### config.mk
export PLATFORM = sky130hd
export DESIGN_NAME = cce_inst_decode
export DESIGN_NICKNAME = d
export VERILOG_FILES = /design/src/rtl/cce_isa_pkg.sv /design/src/rtl/cce_ctrl_pkg.sv /design/src/rtl/cce_inst_decode.sv /design/src/rtl/cce_decode_select.sv /design/src/rtl/cce_move_decode.sv /design/src/rtl/cce_branch_decode.sv /design/src/rtl/cce_alu_decode.sv /design/src/rtl/cce_exec_stage.sv
export SDC_FILE = /design/constraint.sdc
export NUM_CORES = 1
export LEC_CHECK = 0
export BUFFER_PORTS_ARGS = -buffer_cell sky130_fd_sc_hd__clkbuf_2
export CAP_MARGIN = 20
export CELL_PAD_IN_SITES_DETAIL_PLACEMENT = 1
export CELL_PAD_IN_SITES_GLOBAL_PLACEMENT = 1
export CORE_UTILIZATION = 29
export CTS_CLUSTER_SIZE = 25
export DETAILED_ROUTE_END_ITERATION = 7
export PLACE_DENSITY_LB_ADDON = 0.1
export SYNTH_ARGS = -nofsm -noshare
export SYNTH_HDL_FRONTEND = slang
export SYNTH_SLANG_ARGS = --single-unit
### constraint.sdc
create_clock -name clk_i -period 2.05 [get_ports clk_i]
set_input_delay 0.3075 -clock clk_i [delete_from_list [all_inputs] [get_ports clk_i]]
set_output_delay 0.3075 -clock clk_i [all_outputs]
set_load 0.01 [all_outputs]
### src/rtl/cce_isa_pkg.sv
/*
  instruction encoding of the coherence engine microcode
  holds the op classes, the minor ops of each class, special register names
  and the four body layouts that the decoders cast the instruction body to
*/
package cce_isa_pkg;

  localparam int inst_width = 32;
  localparam int op_width = 3;
  localparam int minor_width = 4;
  // op class, minor op and the two hint bits sit above the body
  localparam int body_width = inst_width - op_width - minor_width - 2;

  localparam int opd_width = 4;
  localparam int gpr_sel_width = 3;
  localparam int num_gpr = 8;
  localparam int special_sel_width = 2;
  localparam int num_special = 4;
  localparam int imm16_width = 16;
  localparam int imm8_width = 8;
  localparam int target_width = 8;

  typedef enum logic [op_width-1:0] {
    op_alu    = 3'b000,
    op_branch = 3'b001,
    op_move   = 3'b010
  } cce_op_e;

  typedef enum logic [minor_width-1:0] {
    add_op  = 4'd0,
    sub_op  = 4'd1,
    lsh_op  = 4'd2,
    rsh_op  = 4'd3,
    and_op  = 4'd4,
    or_op   = 4'd5,
    xor_op  = 4'd6,
    neg_op  = 4'd7,
    addi_op = 4'd8,
    subi_op = 4'd9,
    lshi_op = 4'd10,
    rshi_op = 4'd11,
    not_op  = 4'd12
  } alu_minor_e;

  typedef enum logic [minor_width-1:0] {
    beq_op  = 4'd0,
    bne_op  = 4'd1,
    blt_op  = 4'd2,
    ble_op  = 4'd3,
    bs_op   = 4'd4,
    bss_op  = 4'd5,
    beqi_op = 4'd6,
    bsi_op  = 4'd7
  } branch_minor_e;

  typedef enum logic [minor_width-1:0] {
    mov_op   = 4'd0,
    movsg_op = 4'd1,
    movgs_op = 4'd2,
    movi_op  = 4'd3,
    movis_op = 4'd4
  } move_minor_e;

  typedef enum logic [special_sel_width-1:0] {
    req_lce        = 2'd0,
    req_addr       = 2'd1,
    req_way        = 2'd2,
    next_coh_state = 2'd3
  } special_e;

  // dst is the top field of every layout that has one
  typedef struct packed {
    logic [opd_width-1:0]              dst;
    logic [opd_width-1:0]              src_a;
    logic [opd_width-1:0]              src_b;
    logic [body_width-3*opd_width-1:0] pad;
  } rtype_s;

  typedef struct packed {
    logic [opd_width-1:0]                        dst;
    logic [imm16_width-1:0]                      imm;
    logic [body_width-opd_width-imm16_width-1:0] pad;
  } itype_s;

  typedef struct packed {
    logic [opd_width-1:0]                           src_a;
    logic [opd_width-1:0]                           src_b;
    logic [target_width-1:0]                        target;
    logic [body_width-2*opd_width-target_width-1:0] pad;
  } btype_s;

  typedef struct packed {
    logic [opd_width-1:0]                                      src_a;
    logic [imm8_width-1:0]                                     imm;
    logic [target_width-1:0]                                   target;
    logic [body_width-opd_width-imm8_width-target_width-1:0]   pad;
  } bitype_s;

  typedef struct packed {
    cce_op_e                op;
    logic [minor_width-1:0] minor_op;
    logic                   branch;
    logic                   predict_taken;
    logic [body_width-1:0]  body;
  } cce_inst_s;

endpackage
### src/rtl/cce_ctrl_pkg.sv
/*
  decoded control word of the execute stage
  the operand, destination, ALU and branch selects travel inside it
  to the register file, ALU and branch unit of the engine
*/
package cce_ctrl_pkg;

  import cce_isa_pkg::*;

  typedef enum logic [1:0] {
    src_sel_none    = 2'd0,
    src_sel_gpr     = 2'd1,
    src_sel_special = 2'd2,
    src_sel_imm     = 2'd3
  } src_sel_e;

  typedef enum logic [1:0] {
    dst_sel_none    = 2'd0,
    dst_sel_gpr     = 2'd1,
    dst_sel_special = 2'd2
  } dst_sel_e;

  // neg and not each get their own code, so nine codes need four bits
  typedef enum logic [3:0] {
    alu_add = 4'd0,
    alu_sub = 4'd1,
    alu_lsh = 4'd2,
    alu_rsh = 4'd3,
    alu_and = 4'd4,
    alu_or  = 4'd5,
    alu_xor = 4'd6,
    alu_neg = 4'd7,
    alu_not = 4'd8
  } alu_op_e;

  typedef enum logic [1:0] {
    branch_eq  = 2'd0,
    branch_neq = 2'd1,
    branch_lt  = 2'd2,
    branch_le  = 2'd3
  } branch_op_e;

  typedef struct packed {
    logic                    v;
    logic                    branch;
    logic                    predict_taken;
    cce_op_e                 op;
    logic [minor_width-1:0]  minor_op;
    alu_op_e                 alu_op;
    branch_op_e              branch_op;
    src_sel_e                src_a_sel;
    logic [opd_width-1:0]    src_a;
    src_sel_e                src_b_sel;
    logic [opd_width-1:0]    src_b;
    dst_sel_e                dst_sel;
    logic [opd_width-1:0]    dst;
    logic [imm16_width-1:0]  imm;
    logic [target_width-1:0] branch_target;
    // one-hot write enables, special_w_v is indexed by special_e
    logic [num_gpr-1:0]      gpr_w_v;
    logic [num_special-1:0]  special_w_v;
  } decoded_inst_s;

endpackage

### src/rtl/cce_inst_decode.sv
/*
  execute-stage instruction decoder of the coherence engine
  registers the fetched instruction and decodes it into one control word
  decoded_inst_o and pc_o follow an unstalled input by one cycle
*/
`timescale 1ns/100ps

module cce_inst_decode
  import cce_isa_pkg::*;
  import cce_ctrl_pkg::*;
  #(parameter int pc_width_p = 8
  )
  (input                           clk_i
   , input                         reset_i
   , input  cce_inst_s             inst_i
   , input  [pc_width_p-1:0]       pc_i
   , input                         inst_v_i
   , input                         stall_i
   , input                         mispredict_i
   , output decoded_inst_s         decoded_inst_o
   , output logic [pc_width_p-1:0] pc_o
  );

  cce_inst_s             inst_r;
  logic [pc_width_p-1:0] pc_r;
  logic                  inst_v_r;
  decoded_inst_s         alu_dec;
  decoded_inst_s         branch_dec;
  decoded_inst_s         move_dec;

  cce_exec_stage #(
    .pc_width_p(pc_width_p)
  ) exec_stage (
    .clk_i       (clk_i),
    .reset_i     (reset_i),
    .inst_i      (inst_i),
    .pc_i        (pc_i),
    .inst_v_i    (inst_v_i),
    .stall_i     (stall_i),
    .mispredict_i(mispredict_i),
    .inst_o      (inst_r),
    .pc_o        (pc_r),
    .inst_v_o    (inst_v_r)
  );

  // all three class decoders see every instruction
  cce_alu_decode alu_decode (
    .inst_i   (inst_r),
    .decoded_o(alu_dec)
  );

  cce_branch_decode branch_decode (
    .inst_i   (inst_r),
    .decoded_o(branch_dec)
  );

  cce_move_decode move_decode (
    .inst_i   (inst_r),
    .decoded_o(move_dec)
  );

  cce_decode_select decode_select (
    .inst_i      (inst_r),
    .inst_v_i    (inst_v_r),
    .alu_dec_i   (alu_dec),
    .branch_dec_i(branch_dec),
    .move_dec_i  (move_dec),
    .decoded_o   (decoded_inst_o)
  );

  assign pc_o = pc_r;

endmodule

### src/rtl/cce_decode_select.sv
/*
  picks the class decoder output that matches the op class
  an unknown class or an invalid instruction gives an all-zero word
  and v always follows the registered valid bit
*/
`timescale 1ns/100ps

module cce_decode_select
  import cce_isa_pkg::*;
  import cce_ctrl_pkg::*;
  (input  cce_inst_s      inst_i
   , input                inst_v_i
   , input  decoded_inst_s alu_dec_i
   , input  decoded_inst_s branch_dec_i
   , input  decoded_inst_s move_dec_i
   , output decoded_inst_s decoded_o
  );

  always_comb begin
    decoded_o = '0;
    if (inst_v_i) begin
      unique case (inst_i.op)
        op_alu:    decoded_o = alu_dec_i;
        op_branch: decoded_o = branch_dec_i;
        op_move:   decoded_o = move_dec_i;
        default:   decoded_o = '0;
      endcase
      decoded_o.v = 1'b1;
    end
  end

endmodule

### src/rtl/cce_move_decode.sv
/*
  register move class decoder
  covers moves between GPRs and special registers and immediate loads
  a special destination raises the one-hot write enable of that register
*/
`timescale 1ns/100ps

module cce_move_decode
  import cce_isa_pkg::*;
  import cce_ctrl_pkg::*;
  (input  cce_inst_s      inst_i
   , output decoded_inst_s decoded_o
  );

  move_minor_e          minor;
  rtype_s               rtype;
  itype_s               itype;
  src_sel_e             a_sel;
  dst_sel_e             d_sel;
  logic [opd_width-1:0] dst;
  special_e             special;

  always_comb begin
    minor = move_minor_e'(inst_i.minor_op);
    rtype = rtype_s'(inst_i.body);
    itype = itype_s'(inst_i.body);

    unique case (minor)
      mov_op, movgs_op:  a_sel = src_sel_gpr;
      movsg_op:          a_sel = src_sel_special;
      movi_op, movis_op: a_sel = src_sel_imm;
      default:           a_sel = src_sel_none;
    endcase

    unique case (minor)
      mov_op, movsg_op, movi_op: d_sel = dst_sel_gpr;
      movgs_op, movis_op:        d_sel = dst_sel_special;
      default:                   d_sel = dst_sel_none;
    endcase

    // dst is in the same place for r-type and i-type
    dst = rtype.dst;
    special = special_e'(dst[special_sel_width-1:0]);

    decoded_o = '0;
    decoded_o.op = inst_i.op;
    decoded_o.minor_op = inst_i.minor_op;
    decoded_o.src_a_sel = a_sel;
    decoded_o.dst_sel = d_sel;

    unique case (a_sel)
      src_sel_gpr, src_sel_special: begin
        decoded_o.src_a = rtype.src_a;
      end
      src_sel_imm: begin
        decoded_o.imm = itype.imm;
      end
      default: begin
      end
    endcase

    if (d_sel != dst_sel_none) begin
      decoded_o.dst = dst;
    end
    if (d_sel == dst_sel_gpr) begin
      decoded_o.gpr_w_v[dst[gpr_sel_width-1:0]] = 1'b1;
    end
    // req_lce, req_addr, req_way and next_coh_state each own one enable bit
    if (d_sel == dst_sel_special) begin
      decoded_o.special_w_v[special] = 1'b1;
    end
  end

endmodule

### src/rtl/cce_branch_decode.sv
/*
  branch class decoder
  maps the compare-and-branch minor ops onto a compare op, two operand selects
  and a target, and carries the branch and predict-taken hints
*/
`timescale 1ns/100ps

module cce_branch_decode
  import cce_isa_pkg::*;
  import cce_ctrl_pkg::*;
  (input  cce_inst_s      inst_i
   , output decoded_inst_s decoded_o
  );

  branch_minor_e minor;
  btype_s        btype;
  bitype_s       bitype;
  branch_op_e    br_op;
  src_sel_e      a_sel;
  src_sel_e      b_sel;
  logic          imm_form;

  always_comb begin
    minor = branch_minor_e'(inst_i.minor_op);
    btype = btype_s'(inst_i.body);
    bitype = bitype_s'(inst_i.body);

    // only the plain gpr compares use something other than eq
    unique case (minor)
      bne_op:  br_op = branch_neq;
      blt_op:  br_op = branch_lt;
      ble_op:  br_op = branch_le;
      default: br_op = branch_eq;
    endcase

    unique case (minor)
      beq_op, bne_op, blt_op, ble_op, beqi_op: a_sel = src_sel_gpr;
      bs_op, bss_op, bsi_op:                   a_sel = src_sel_special;
      default:                                 a_sel = src_sel_none;
    endcase

    unique case (minor)
      beq_op, bne_op, blt_op, ble_op, bs_op: b_sel = src_sel_gpr;
      bss_op:                                b_sel = src_sel_special;
      beqi_op, bsi_op:                       b_sel = src_sel_imm;
      default:                               b_sel = src_sel_none;
    endcase

    imm_form = (b_sel == src_sel_imm);

    decoded_o = '0;
    decoded_o.op = inst_i.op;
    decoded_o.minor_op = inst_i.minor_op;
    // every known branch has a src_a, so a_sel doubles as the known flag
    if (a_sel != src_sel_none) begin
      decoded_o.branch = inst_i.branch;
      decoded_o.predict_taken = inst_i.predict_taken;
      decoded_o.branch_op = br_op;
      decoded_o.src_a_sel = a_sel;
      decoded_o.src_b_sel = b_sel;
      if (imm_form) begin
        decoded_o.src_a = bitype.src_a;
        decoded_o.imm = {{(imm16_width-imm8_width){1'b0}}, bitype.imm};
        decoded_o.branch_target = bitype.target;
      end else begin
        decoded_o.src_a = btype.src_a;
        decoded_o.src_b = btype.src_b;
        decoded_o.branch_target = btype.target;
      end
    end
  end

endmodule

### src/rtl/cce_alu_decode.sv
/*
  ALU class decoder
  turns the register, immediate and one-operand ALU minor ops into a control word
  ignores the op class and the valid bit, the select stage takes care of both
*/
`timescale 1ns/100ps

module cce_alu_decode
  import cce_isa_pkg::*;
  import cce_ctrl_pkg::*;
  (input  cce_inst_s      inst_i
   , output decoded_inst_s decoded_o
  );

  alu_minor_e minor;
  rtype_s     rtype;
  itype_s     itype;
  alu_op_e    alu_op;
  src_sel_e   b_sel;
  logic       known;

  always_comb begin
    minor = alu_minor_e'(inst_i.minor_op);
    rtype = rtype_s'(inst_i.body);
    itype = itype_s'(inst_i.body);

    known = 1'b1;
    alu_op = alu_add;
    unique case (minor)
      add_op, addi_op: alu_op = alu_add;
      sub_op, subi_op: alu_op = alu_sub;
      lsh_op, lshi_op: alu_op = alu_lsh;
      rsh_op, rshi_op: alu_op = alu_rsh;
      and_op:          alu_op = alu_and;
      or_op:           alu_op = alu_or;
      xor_op:          alu_op = alu_xor;
      neg_op:          alu_op = alu_neg;
      not_op:          alu_op = alu_not;
      default:         known = 1'b0;
    endcase

    unique case (minor)
      addi_op, subi_op, lshi_op, rshi_op: b_sel = src_sel_imm;
      neg_op, not_op:                     b_sel = src_sel_none;
      default:                            b_sel = src_sel_gpr;
    endcase

    decoded_o = '0;
    decoded_o.op = inst_i.op;
    decoded_o.minor_op = inst_i.minor_op;
    if (known) begin
      decoded_o.alu_op = alu_op;
      decoded_o.dst_sel = dst_sel_gpr;
      decoded_o.dst = rtype.dst;
      decoded_o.gpr_w_v[rtype.dst[gpr_sel_width-1:0]] = 1'b1;
      decoded_o.src_a_sel = src_sel_gpr;
      // i-type has no src_a field, immediate forms update dst in place
      decoded_o.src_a = (b_sel == src_sel_imm) ? itype.dst : rtype.src_a;
      decoded_o.src_b_sel = b_sel;
      if (b_sel == src_sel_gpr) begin
        decoded_o.src_b = rtype.src_b;
      end
      if (b_sel == src_sel_imm) begin
        decoded_o.imm = itype.imm;
      end
    end
  end

endmodule

### src/rtl/cce_exec_stage.sv
/*
  execute-stage register for instruction, PC and valid bit
  a stall holds all three, a mispredict squashes the incoming instruction
  outputs feed the combinational class decoders one cycle after sampling
*/
`timescale 1ns/100ps

module cce_exec_stage
  import cce_isa_pkg::*;
  #(parameter int pc_width_p = 8
  )
  (input                           clk_i
   , input                         reset_i
   , input  cce_inst_s             inst_i
   , input  [pc_width_p-1:0]       pc_i
   , input                         inst_v_i
   , input                         stall_i
   , input                         mispredict_i
   , output cce_inst_s             inst_o
   , output logic [pc_width_p-1:0] pc_o
   , output logic                  inst_v_o
  );

  cce_inst_s             inst_r;
  logic [pc_width_p-1:0] pc_r;
  logic                  inst_v_r;

  always_ff @(posedge clk_i) begin
    if (reset_i) begin
      inst_r   <= '0;
      pc_r     <= '0;
      inst_v_r <= 1'b0;
    end else if (!stall_i) begin
      inst_r <= inst_i;
      pc_r   <= pc_i;
      // fetch is being redirected, so the instruction behind a mispredict is dropped
      inst_v_r <= mispredict_i ? 1'b0 : inst_v_i;
    end
  end

  assign inst_o   = inst_r;
  assign pc_o     = pc_r;
  assign inst_v_o = inst_v_r;

endmodule

==> results of run 1 <==
through the flow:
step	cell area [um^2]	cells	util	TNS [ps]	setup WS [ps]
3_3_place_gp	3280	520	0.401	-7.45	-4.65
5_1_grt	4020	545	0.492	-8530	-277
3_5_place_dp	3280	520	0.401	-9.39	-8.28
6_report	4020	545	0.492	-4230	-168
2_1_floorplan	2440	289	-	0	41.6
4_1_cts	3810	540	0.466	-5100	-200
report_power, final:
part           internal, mW  switching (mW)  total [mW]
registers             0.861          0.0645       0.925
clock network         0.365           0.307       0.673
logic                 0.212           0.217       0.430
total                  1.44           0.589        2.03
routing by layer:
metal	track usage	vias up	share of wire
li1	-	1293	-
met1	0.240	1241	0.44
met2	0.342	85	0.49
met3	0.0405	8	0.058
met4	0.0385	0	0.010
met5	0	-	0
path summary, 6_finish.rpt:
| kind | slack [ps] | end | from | cells after the start |
|---|---|---|---|---|
| max | -170 | decoded_inst_o[27] | exec_stage.inst_o[27] | 8 |
| min | 230 | exec_stage.inst_o[15] | inst_i[15] | 3 |
| max reg2reg | 760 | flip-flop | exec_stage.inst_o[26] | 5 |
| min reg2reg | 500 | exec_stage.pc_o[4] | exec_stage.pc_o[4] | 2 |
worst reg2reg max path, stage by stage (launching register included):
cell	delay (ps)
dfxtp_4	390
buf_4	120
mux2i_1	70
or2_2	310
o21ai_0	230
inv_1	60
placed cells by master (no fill, tap or decap), types with 2 or more instances in the layout:
cell type,count
nor3_1,3
a21oi_2,8
clkbuf_2,69
a22o_2,2
nand2b_1,3
buf_2,40
buf_4,32
clkbuf_8,6
buf_12,3
nor2_4,9
dfxtp_4,6
nand2_1,20
inv_1,9
nor3_2,7
mux2i_1,38
buf_6,19
a22o_1,14
nor2_1,41
buf_8,2
dfxtp_1,35
a21oi_1,2
nand2_2,2
o21ai_0,2
a21oi_4,2
and2_1,14
and3_1,3
nor4_4,2
nor4b_4,3
a21o_4,2
nor2_2,2
flip-flops by register name, indices dropped and copies added (netlist names), named ones only:
register             flops
exec_stage.inst_v_o      1
exec_stage.inst_o       29
exec_stage.pc_o          8
logic make-up (layout without fill, tap and decap cells):
logic type      count (synthesis)  after routing  share of synthesized area
simple gates                  126            126                      0.264
compound gates                 44             45                      0.147
flops                          42             42                      0.345
mux                            39             39                      0.160
buf+inv                        34            184                     0.0708
fa+ha+maj                       2              2                    0.00923
other cells                     1              1                    0.00154
xor+xnor                        1              1                    0.00359
repair_timing:
action,CTS,global route
gates cloned,1,0
endpoints found under the setup margin,60,55
setup buffers,13,5
hold endpoints to repair,0,0
gates resized for setup,78,80
pin swaps,28,15
area by class of cell:
cell class / count / area (um^2) / area share
inverter: 10 / 37.5 / 0.00933
clock inverter: 3 / 43.8 / 0.0109
timing repair buffer: 166 / 1100 / 0.274
sequential: 42 / 865 / 0.215
tap: 105 / 131 / 0.0326
multi-input combinational: 214 / 1770 / 0.441
clock buffer: 5 / 68.8 / 0.0171
==> flow_summary.ini, run 1 <==
[pwr]
p_leak_nw = 1.91
vdd_drop_max_mv = 0.312
p_per_area_nw_per_um2 = 504
power.total_mw = 2.03

[global_route]
antenna_found_initial = 0
grt_max_degree = 37
grt.total_usage = 0.193
grt_pass1_wl_um = 13200
grt_pass1_vias = 2584
grt_overflow = 0

[logic_synthesis]
synthFlopType = dfxtp_1
synth_top_area_frac = 0.345
yosysTopAreaCell = dfxtp_1
netlist_top_cells_area = dfxtp_1 (34%), mux2i_1 (16%), nor2_1 (7.5%)
syn_area_per_cell_um2 = 8.44
async_reset_ff_frac = 0
netlist_area_um2 = 2440
synth_edf_count = 0
synth_cell_types = 51
synth_common_cells = nor2_1 (49), dfxtp_1 (42), mux2i_1 (39)
yosysMostFrequentCell = nor2_1
yosysSeqAreaShare = 0.345
syn_inst = 289
syn-num-nets = 335
ys.warnings.count = 0
synth_seq_cells = 42

[routing]
vias = 2627
firstDrtPassIters = 4
post-route-drc-count = 0
route.antenna.remaining_nets = 0
viasPerCell = 4.82
wl_per_cell_um = 16.0
wirelength_um = 8700
drt-initial-drc-count = 40

[floorplan]
core_area_um2 = 8180
io-pin-count = 123
chipHeight_um = 93.7
start_util = 0.298
die_w_um = 93.7
die_area_um2 = 8780
rows = 33

[worst_setup_path]
worstPathCellList = mux2i_1, nor2_2, ha_4, mux2i_4, nor2_4, buf_12, a22o_2, clkbuf_8
critPathSlowestCell = dfxtp_4
worstPathArrival_ps = 1910
path_buf_inv = 2
critPathTopFamily = multiplexers
crit_path_start_kind = flip-flop
slowest_delay_ps = 380
path_class = flip-flop to primary output
worstPathRequired_ps = 1740
path_max_fanout = 16
worst_setup_path_end_kind = primary output

[sta]
worstMarginPinSlew_ps = 618
period_needed_ps = 2220
finalHoldViolations = 0
rsz0062_at_grt = true
setup_viol = 46
slew_viol_final = 0
holdWs_ps = 235
timing.fmax_mhz = 451
finalCritPeriodShare = 1.08
relSlewSlack = 0.588
setup_slack_ps = -168
worst_clock_skew_ps = 0.787

[finish]
area_delta_synth_final_pct = 64.9
fillers = 1003
finalNetCount = 485
drive_gt1_frac = 0.557
antenna_cells = 0

[clock_tree]
cts-root-buf = clkbuf_8
insertion_delay_ps = 280
cts_sinks = 42
cts_tree = yes
path_clk_slew_ps = 90
cts_buffer_depth = 2
cts_hold_buf = 0
htree_levels = 2
cts-buffers-inserted = 5

[place]
place_congestion = 0.745
portBuffers = 118
dpl.hpwl_um = 6140

[worst_hold_path]
hp-class = input pin to flip-flop

[run]
max_cap_violations = 0

[run_status]
violations = setup timing
status = finished, violations left
Note: power is estimated with default switching activity, not from simulation.
==> run 2: changes to the inputs <==
--- a/config.mk
+++ b/config.mk
@@ -5,11 +5,12 @@
 export SDC_FILE = /design/constraint.sdc
 export NUM_CORES = 1
 export LEC_CHECK = 0
+export ABC_AREA = 1
 export BUFFER_PORTS_ARGS = -buffer_cell sky130_fd_sc_hd__clkbuf_2
 export CAP_MARGIN = 20
 export CELL_PAD_IN_SITES_DETAIL_PLACEMENT = 1
 export CELL_PAD_IN_SITES_GLOBAL_PLACEMENT = 1
-export CORE_UTILIZATION = 29
+export CORE_UTILIZATION = 28
 export CTS_CLUSTER_SIZE = 25
 export DETAILED_ROUTE_END_ITERATION = 7
 export PLACE_DENSITY_LB_ADDON = 0.1
==> constraint.sdc (replaced) <==
create_clock -name clk_i -period 1.9 [get_ports clk_i]
set_input_delay 0.285 -clock clk_i [delete_from_list [all_inputs] [get_ports clk_i]]
set_output_delay 0.285 -clock clk_i [all_outputs]
set_load 0.01 [all_outputs]
==> flow_summary.ini, run 2 <==
[run_status]
status = finished, violations left
violations = setup timing

[sta]
rsz0062_at_grt = true
finalHoldViolations = 0
setup_viol = 35
period_needed_ps = 2040
holdWs_ps = 211
slew_viol_final = 0
timing.fmax_mhz = 491
setup_slack_ps = -136
finalCritPeriodShare = 1.07
worst_clock_skew_ps = 0.718

[worst_setup_path]
path_buf_inv = 3
worstPathCellList = inv_4, nand2_4, nor2_4, inv_2, o21ai_4, ha_4, nand3_4, nand2_8, nand2_2, a21oi_2, buf_2
worstPathArrival_ps = 1750
r2r_cells = 3
endpoint = decoded_inst_o[27]
crit_start = exec_stage.inst_o[28]
r2r-start = exec_stage.inst_v_o
path_max_fanout = 5
critPathSlowestCell = dfxtp_2
r2r_end = exec_stage.inst_v_o
slowest_delay_ps = 340
crit_cells = 11
worst_setup_path_end_kind = primary output
crit_path_start_kind = flip-flop
path_class = flip-flop to primary output
worstPathRequired_ps = 1620
r2r_slack_ps = 660
critPathTopFamily = simple AND/OR/NAND/NOR gates

[logic_synthesis]
syn_area_per_cell_um2 = 6.38
syn_inst = 415
yosysSeqAreaShare = 0.318
yosysTopAreaCell = dfxtp_1
async_reset_ff_frac = 0
syn-num-nets = 461
synth_cell_types = 31
synthFlopType = dfxtp_1
netlist_area_um2 = 2650
synth_top_area_frac = 0.318
synth_edf_count = 0
synth_seq_cells = 42
ys.warnings.count = 0
yosysMostFrequentCell = nor2_1
netlist_top_cells_area = dfxtp_1 (32%), nor2_1 (13%), nand2_1 (8.9%)
synth_common_cells = nor2_1 (91), nand2_1 (63), o21ai_0 (47)

[clock_tree]
cts-root-buf = clkbuf_8
insertion_delay_ps = 300
cts-buffers-inserted = 5
cts_buffer_depth = 2
cts_tree = yes
path_clk_slew_ps = 90
cts_sinks = 42
htree_levels = 2

[finish]
largest_reg_flops = 29
area_delta_synth_final_pct = 59.3
antenna_cells = 0
final_cell_mix = clkbuf_2 (75), nor2_1 (74), o21ai_0 (41), nand2_1 (39), buf_4 (38)
final_common_cell = clkbuf_2
final_area_um2 = 4220
final_cells = 679
finalNetCount = 613
drive_gt1_frac = 0.523

[place]
place_congestion = 0.789
placed_area_um2 = 3440
dp.cells = 646
place_ws_ps = -43.6
portBuffers = 118
dpl.hpwl_um = 7090

[run]
max_cap_violations = 0

[global_route]
antenna_found_initial = 0
grt.total_usage = 0.198
grt_max_degree = 35
grt_pass1_vias = 3164
grt_overflow = 0
grt_pass1_wl_um = 15500

[floorplan]
rows = 35
die_w_um = 99.2
die_area_um2 = 9850
core_area_um2 = 9200
io-pin-count = 123
chipHeight_um = 99.2
start_util = 0.288

[routing]
viasPerCell = 4.74
post-route-drc-count = 0
firstDrtPassIters = 4
wl_per_cell_um = 14.6
wirelength_um = 9900
vias = 3221
drt-initial-drc-count = 74
route.antenna.remaining_nets = 0

[pwr]
vdd_drop_max_mv = 0.239
p_per_area_nw_per_um2 = 548
p_leak_nw = 2.01

[worst_hold_path]
hp-class = input pin to flip-flop
==> run 2: cell count changes after synthesis, sizes merged, moves of 4 or more <==
cell    previous run  this run
nand2             23        80
nor2              52       100
nand3              2        14
nor4               4         0
a21oi             12        39
and2              15         0
o21ai              4        49
nand2b             4         0
inv               10        46
nor3              11        16
mux2i             39         0
buf               16        12
a22o              16         0
==> run 2: timing repair <==
item,in CTS,in global routing
setup endpoints to repair,56,57
buffers inserted,18,5
gates cloned,1,1
resized for setup,80,104
pin swaps,25,17
endpoints found under the hold margin,0,0
hold buffers,0,0
==> run 2: final cells by class <==
cell class / instances / area [um^2]
inverter: 47 / 190
tap: 111 / 139
sequential: 42 / 856
timing repair buffer: 164 / 1030
fill: 1208 / 4980
multi-input combinational: 307 / 1910
clock buffer: 5 / 68.8
clock inverter: 3 / 21.3
==> run 2: power breakdown <==
group | total, mW | switching, mW | internal, mW
combinational | 0.709 | 0.430 | 0.279
clock | 0.604 | 0.345 | 0.259
sequential | 0.997 | 0.0560 | 0.941
==> run 2: worst register-to-register path, cell delays in order (launching register included) <==
cell	delay, ps
dfxtp_1	460
inv_2	90
buf_4	260
a211oi_1	330
==> run 2: worst min path at each step <==
| stage | start | end | slack, ps | depth (start not counted) |
|---|---|---|---|---|
| after detailed placement | exec_stage.inst_o[22] | exec_stage.inst_o[22] | 460 | 2 |
| after global routing | pc_i[5] | exec_stage.pc_o[5] | 230 | 3 |
| after CTS | pc_i[7] | exec_stage.pc_o[7] | 210 | 3 |
| after floorplan | reset_i | exec_stage.inst_o[26] | 360 | 1 |
| final | pc_i[7] | exec_stage.pc_o[7] | 210 | 3 |
| after global placement | exec_stage.inst_o[22] | exec_stage.inst_o[22] | 440 | 2 |
==> run 2: cells by family (layout without fill, tap and decap cells) <==
family | Yosys count | count (layout) | synth area share
other cells | 1 | 1 | 0.00142
simple gates | 210 | 212 | 0.367
flops | 42 | 42 | 0.318
fa+ha+maj | 1 | 1 | 0.00473
compound gates | 93 | 93 | 0.198
buf+inv | 68 | 219 | 0.112
==> run 2: per-stage QoR <==
stage | util | power (mW) | setup TNS, ps
2_1_floorplan | - | 1.32 | 0
3_5_place_dp | 0.375 | 1.53 | -161
3_3_place_gp | 0.375 | 1.51 | 0
5_1_grt | 0.459 | 2.45 | -7210
6_report | 0.459 | 2.31 | -2670
4_1_cts | 0.429 | 2.26 | -2610
==> run 2: metal layers <==
metal / track usage / wire length (um) / vias up
li1: - / - / 1624
met1: 0.257 / 4510 / 1507
met2: 0.346 / 4820 / 81
met3: 0.0365 / 458 / 9
met4: 0.0373 / 104 / 0
met5: 0 / 0 / -
==> run 3: changes to the inputs <==
--- a/config.mk
+++ b/config.mk
@@ -10,10 +10,11 @@
 export CAP_MARGIN = 20
 export CELL_PAD_IN_SITES_DETAIL_PLACEMENT = 1
 export CELL_PAD_IN_SITES_GLOBAL_PLACEMENT = 1
-export CORE_UTILIZATION = 28
+export CORE_UTILIZATION = 34
 export CTS_CLUSTER_SIZE = 25
 export DETAILED_ROUTE_END_ITERATION = 7
 export PLACE_DENSITY_LB_ADDON = 0.1
 export SYNTH_ARGS = -nofsm -noshare
 export SYNTH_HDL_FRONTEND = slang
+export SYNTH_HIERARCHICAL = 1
 export SYNTH_SLANG_ARGS = --single-unit
==> flow_summary.ini, run 3 <==
[worst_setup_path]
slowest_delay_ps = 370
r2r_slack_ps = 690
worstPathCellList = buf_4, nor2_2, nor2_2, ha_4, buf_12, nand2_1, inv_1, nand3_1, nand3_2, nand2_1, inv_1, clkbuf_2
worst_setup_path_end_kind = primary output
path_class = flip-flop to primary output
worstPathArrival_ps = 1850
r2r_cells = 6
crit_start = exec_stage/inst_o[26]
crit_path_start_kind = flip-flop
worstPathRequired_ps = 1620
critPathSlowestCell = dfxtp_4
r2r-start = exec_stage/inst_o[28]
endpoint = decoded_inst_o[33]
r2r_end = exec_stage/inst_o[28]
path_max_fanout = 16

[finish]
antenna_cells = 0
multi_input_area_um2 = 3680
largest_reg_flops = 29
regArea_um2 = 790
fin_util = 0.444
final_common_cell = nand3_1
area_delta_synth_final_pct = 26.0
finalNetCount = 1160
final_cell_mix = nand3_1 (184), inv_1 (144), nand2_1 (135), nor2_1 (126), clkbuf_2 (84)
drive_gt1_frac = 0.268
fillers = 2246

[routing]
post-route-drc-count = 0
wl_per_cell_um = 15.1
route.antenna.remaining_nets = 0
firstDrtPassIters = 5
viasPerCell = 4.91
drt-initial-drc-count = 415
vias = 6531
wirelength_um = 20100

[sta]
timing.fmax_mhz = 468
period_needed_ps = 2140
setup_viol = 53
worst_clock_skew_ps = 0
finalCritPeriodShare = 1.13
tns_ps = -8320
finalHoldViolations = 0
rsz0062_at_grt = true
setup_slack_ps = -238
slew_viol_final = 0

[pwr]
power.internal_mw = 1.99
power.total_mw = 3.30
vdd_drop_max_mv = 0.557
p_leak_nw = 4.10
switchingPower_mw = 1.31
p_clk_frac = 0.255
p_seq_frac = 0.286
p_sw_frac = 0.397
p_per_area_nw_per_um2 = 463
pwr-share-comb = 0.459

[clock_tree]
htree_levels = 2
path_clk_slew_ps = 50
cts_hold_buf = 0
cts-buffers-inserted = 5
cts_tree = yes
insertion_delay_ps = 280
cts-root-buf = clkbuf_16
cts_sinks = 38
cts_buffer_depth = 2

[floorplan]
chipHeight_um = 131
start_util = 0.352
io-pin-count = 123
core_area_um2 = 16100
die_area_um2 = 17200
rows = 46
die_w_um = 131

[global_route]
antenna_found_initial = 0
grt_pass1_vias = 5642
grt_pass1_wl_um = 29600
grt_overflow = 0
grt.total_usage = 0.217
grt_max_degree = 73

[logic_synthesis]
syn_inst = 1025
syn_area_per_cell_um2 = 5.52
netlist_area_um2 = 5660
ys.warnings.count = 6

[worst_hold_path]
hp-class = input pin to flip-flop
hold_path_depth = 3

[place]
place_congestion = 0.776
place_ws_ps = -35.8
portBuffers = 119
dpl.hpwl_um = 12200

[run_status]
violations = setup timing
status = finished, violations left

[run]
max_cap_violations = 0
## run 3: cell type report
cell class / count / area share
Multi-Input combinational cell: 719 / 0.516
Timing Repair Buffer: 190 / 0.225
Sequential cell: 38 / 0.111
Inverter: 159 / 0.0877
Tap cell: 216 / 0.0379
Clock buffer: 7 / 0.0200
Timing Repair inverter: 1 / 0.00123
Clock inverter: 1 / 0.000702
## run 3: worst min path at each step
stage / startpoint / end
CTS: inst_i[21] / exec_stage/inst_o[21]
global placement: exec_stage/pc_o[6] / exec_stage/pc_o[6]
finish: inst_i[21] / exec_stage/inst_o[21]
floorplan: inst_i[26] / exec_stage/inst_o[26]
detailed placement: exec_stage/pc_o[7] / exec_stage/pc_o[7]
global route: inst_i[10] / exec_stage/inst_o[10]
## run 3: power by group through the flow
| stage | Sequential (mW) | Combinational [mW] | Clock (mW) |
|---|---|---|---|
| floorplan | 0.942 | 0.968 | 0 |
| global placement | 0.954 | 1.15 | 0 |
| detailed placement | 0.956 | 1.16 | 0 |
| CTS | 0.941 | 1.29 | 0.860 |
| global route | 0.952 | 1.66 | 0.891 |
| finish | 0.945 | 1.51 | 0.841 |
## run 3: what timing repair did
item	4_1_cts	5_1_grt
hold endpoints to repair	0	0
buffers inserted	8	17
endpoints found under the setup margin	64	69
resized for setup	46	116
pin swaps	19	38
cloned	5	8
## run 3: routing by layer
| metal | up-vias | global-route usage | wire, um |
|---|---|---|---|
| li1 | 3300 | - | - |
| met1 | 3047 | 0.321 | 9900 |
| met2 | 166 | 0.337 | 9070 |
| met3 | 18 | 0.0240 | 880 |
| met4 | 0 | 0.0426 | 227 |
| met5 | - | 0 | 0 |
## run 3: per-stage QoR
stage	instances	hold WS, ps	instance area (um^2)
2_1_floorplan	1092	419	5920
5_1_grt	1331	236	7130
4_1_cts	1308	225	6530
3_5_place_dp	1287	472	6000
3_3_place_gp	1287	461	6000
6_report	1331	226	7130
## run 3: worst max-delay path: cells and delay by family (launching register included)
family	cells	cell delay [ps]
adders and majority gates	1	170
and+or+nand+nor	6	520
buffers and inverters	5	520
DFF	1	370
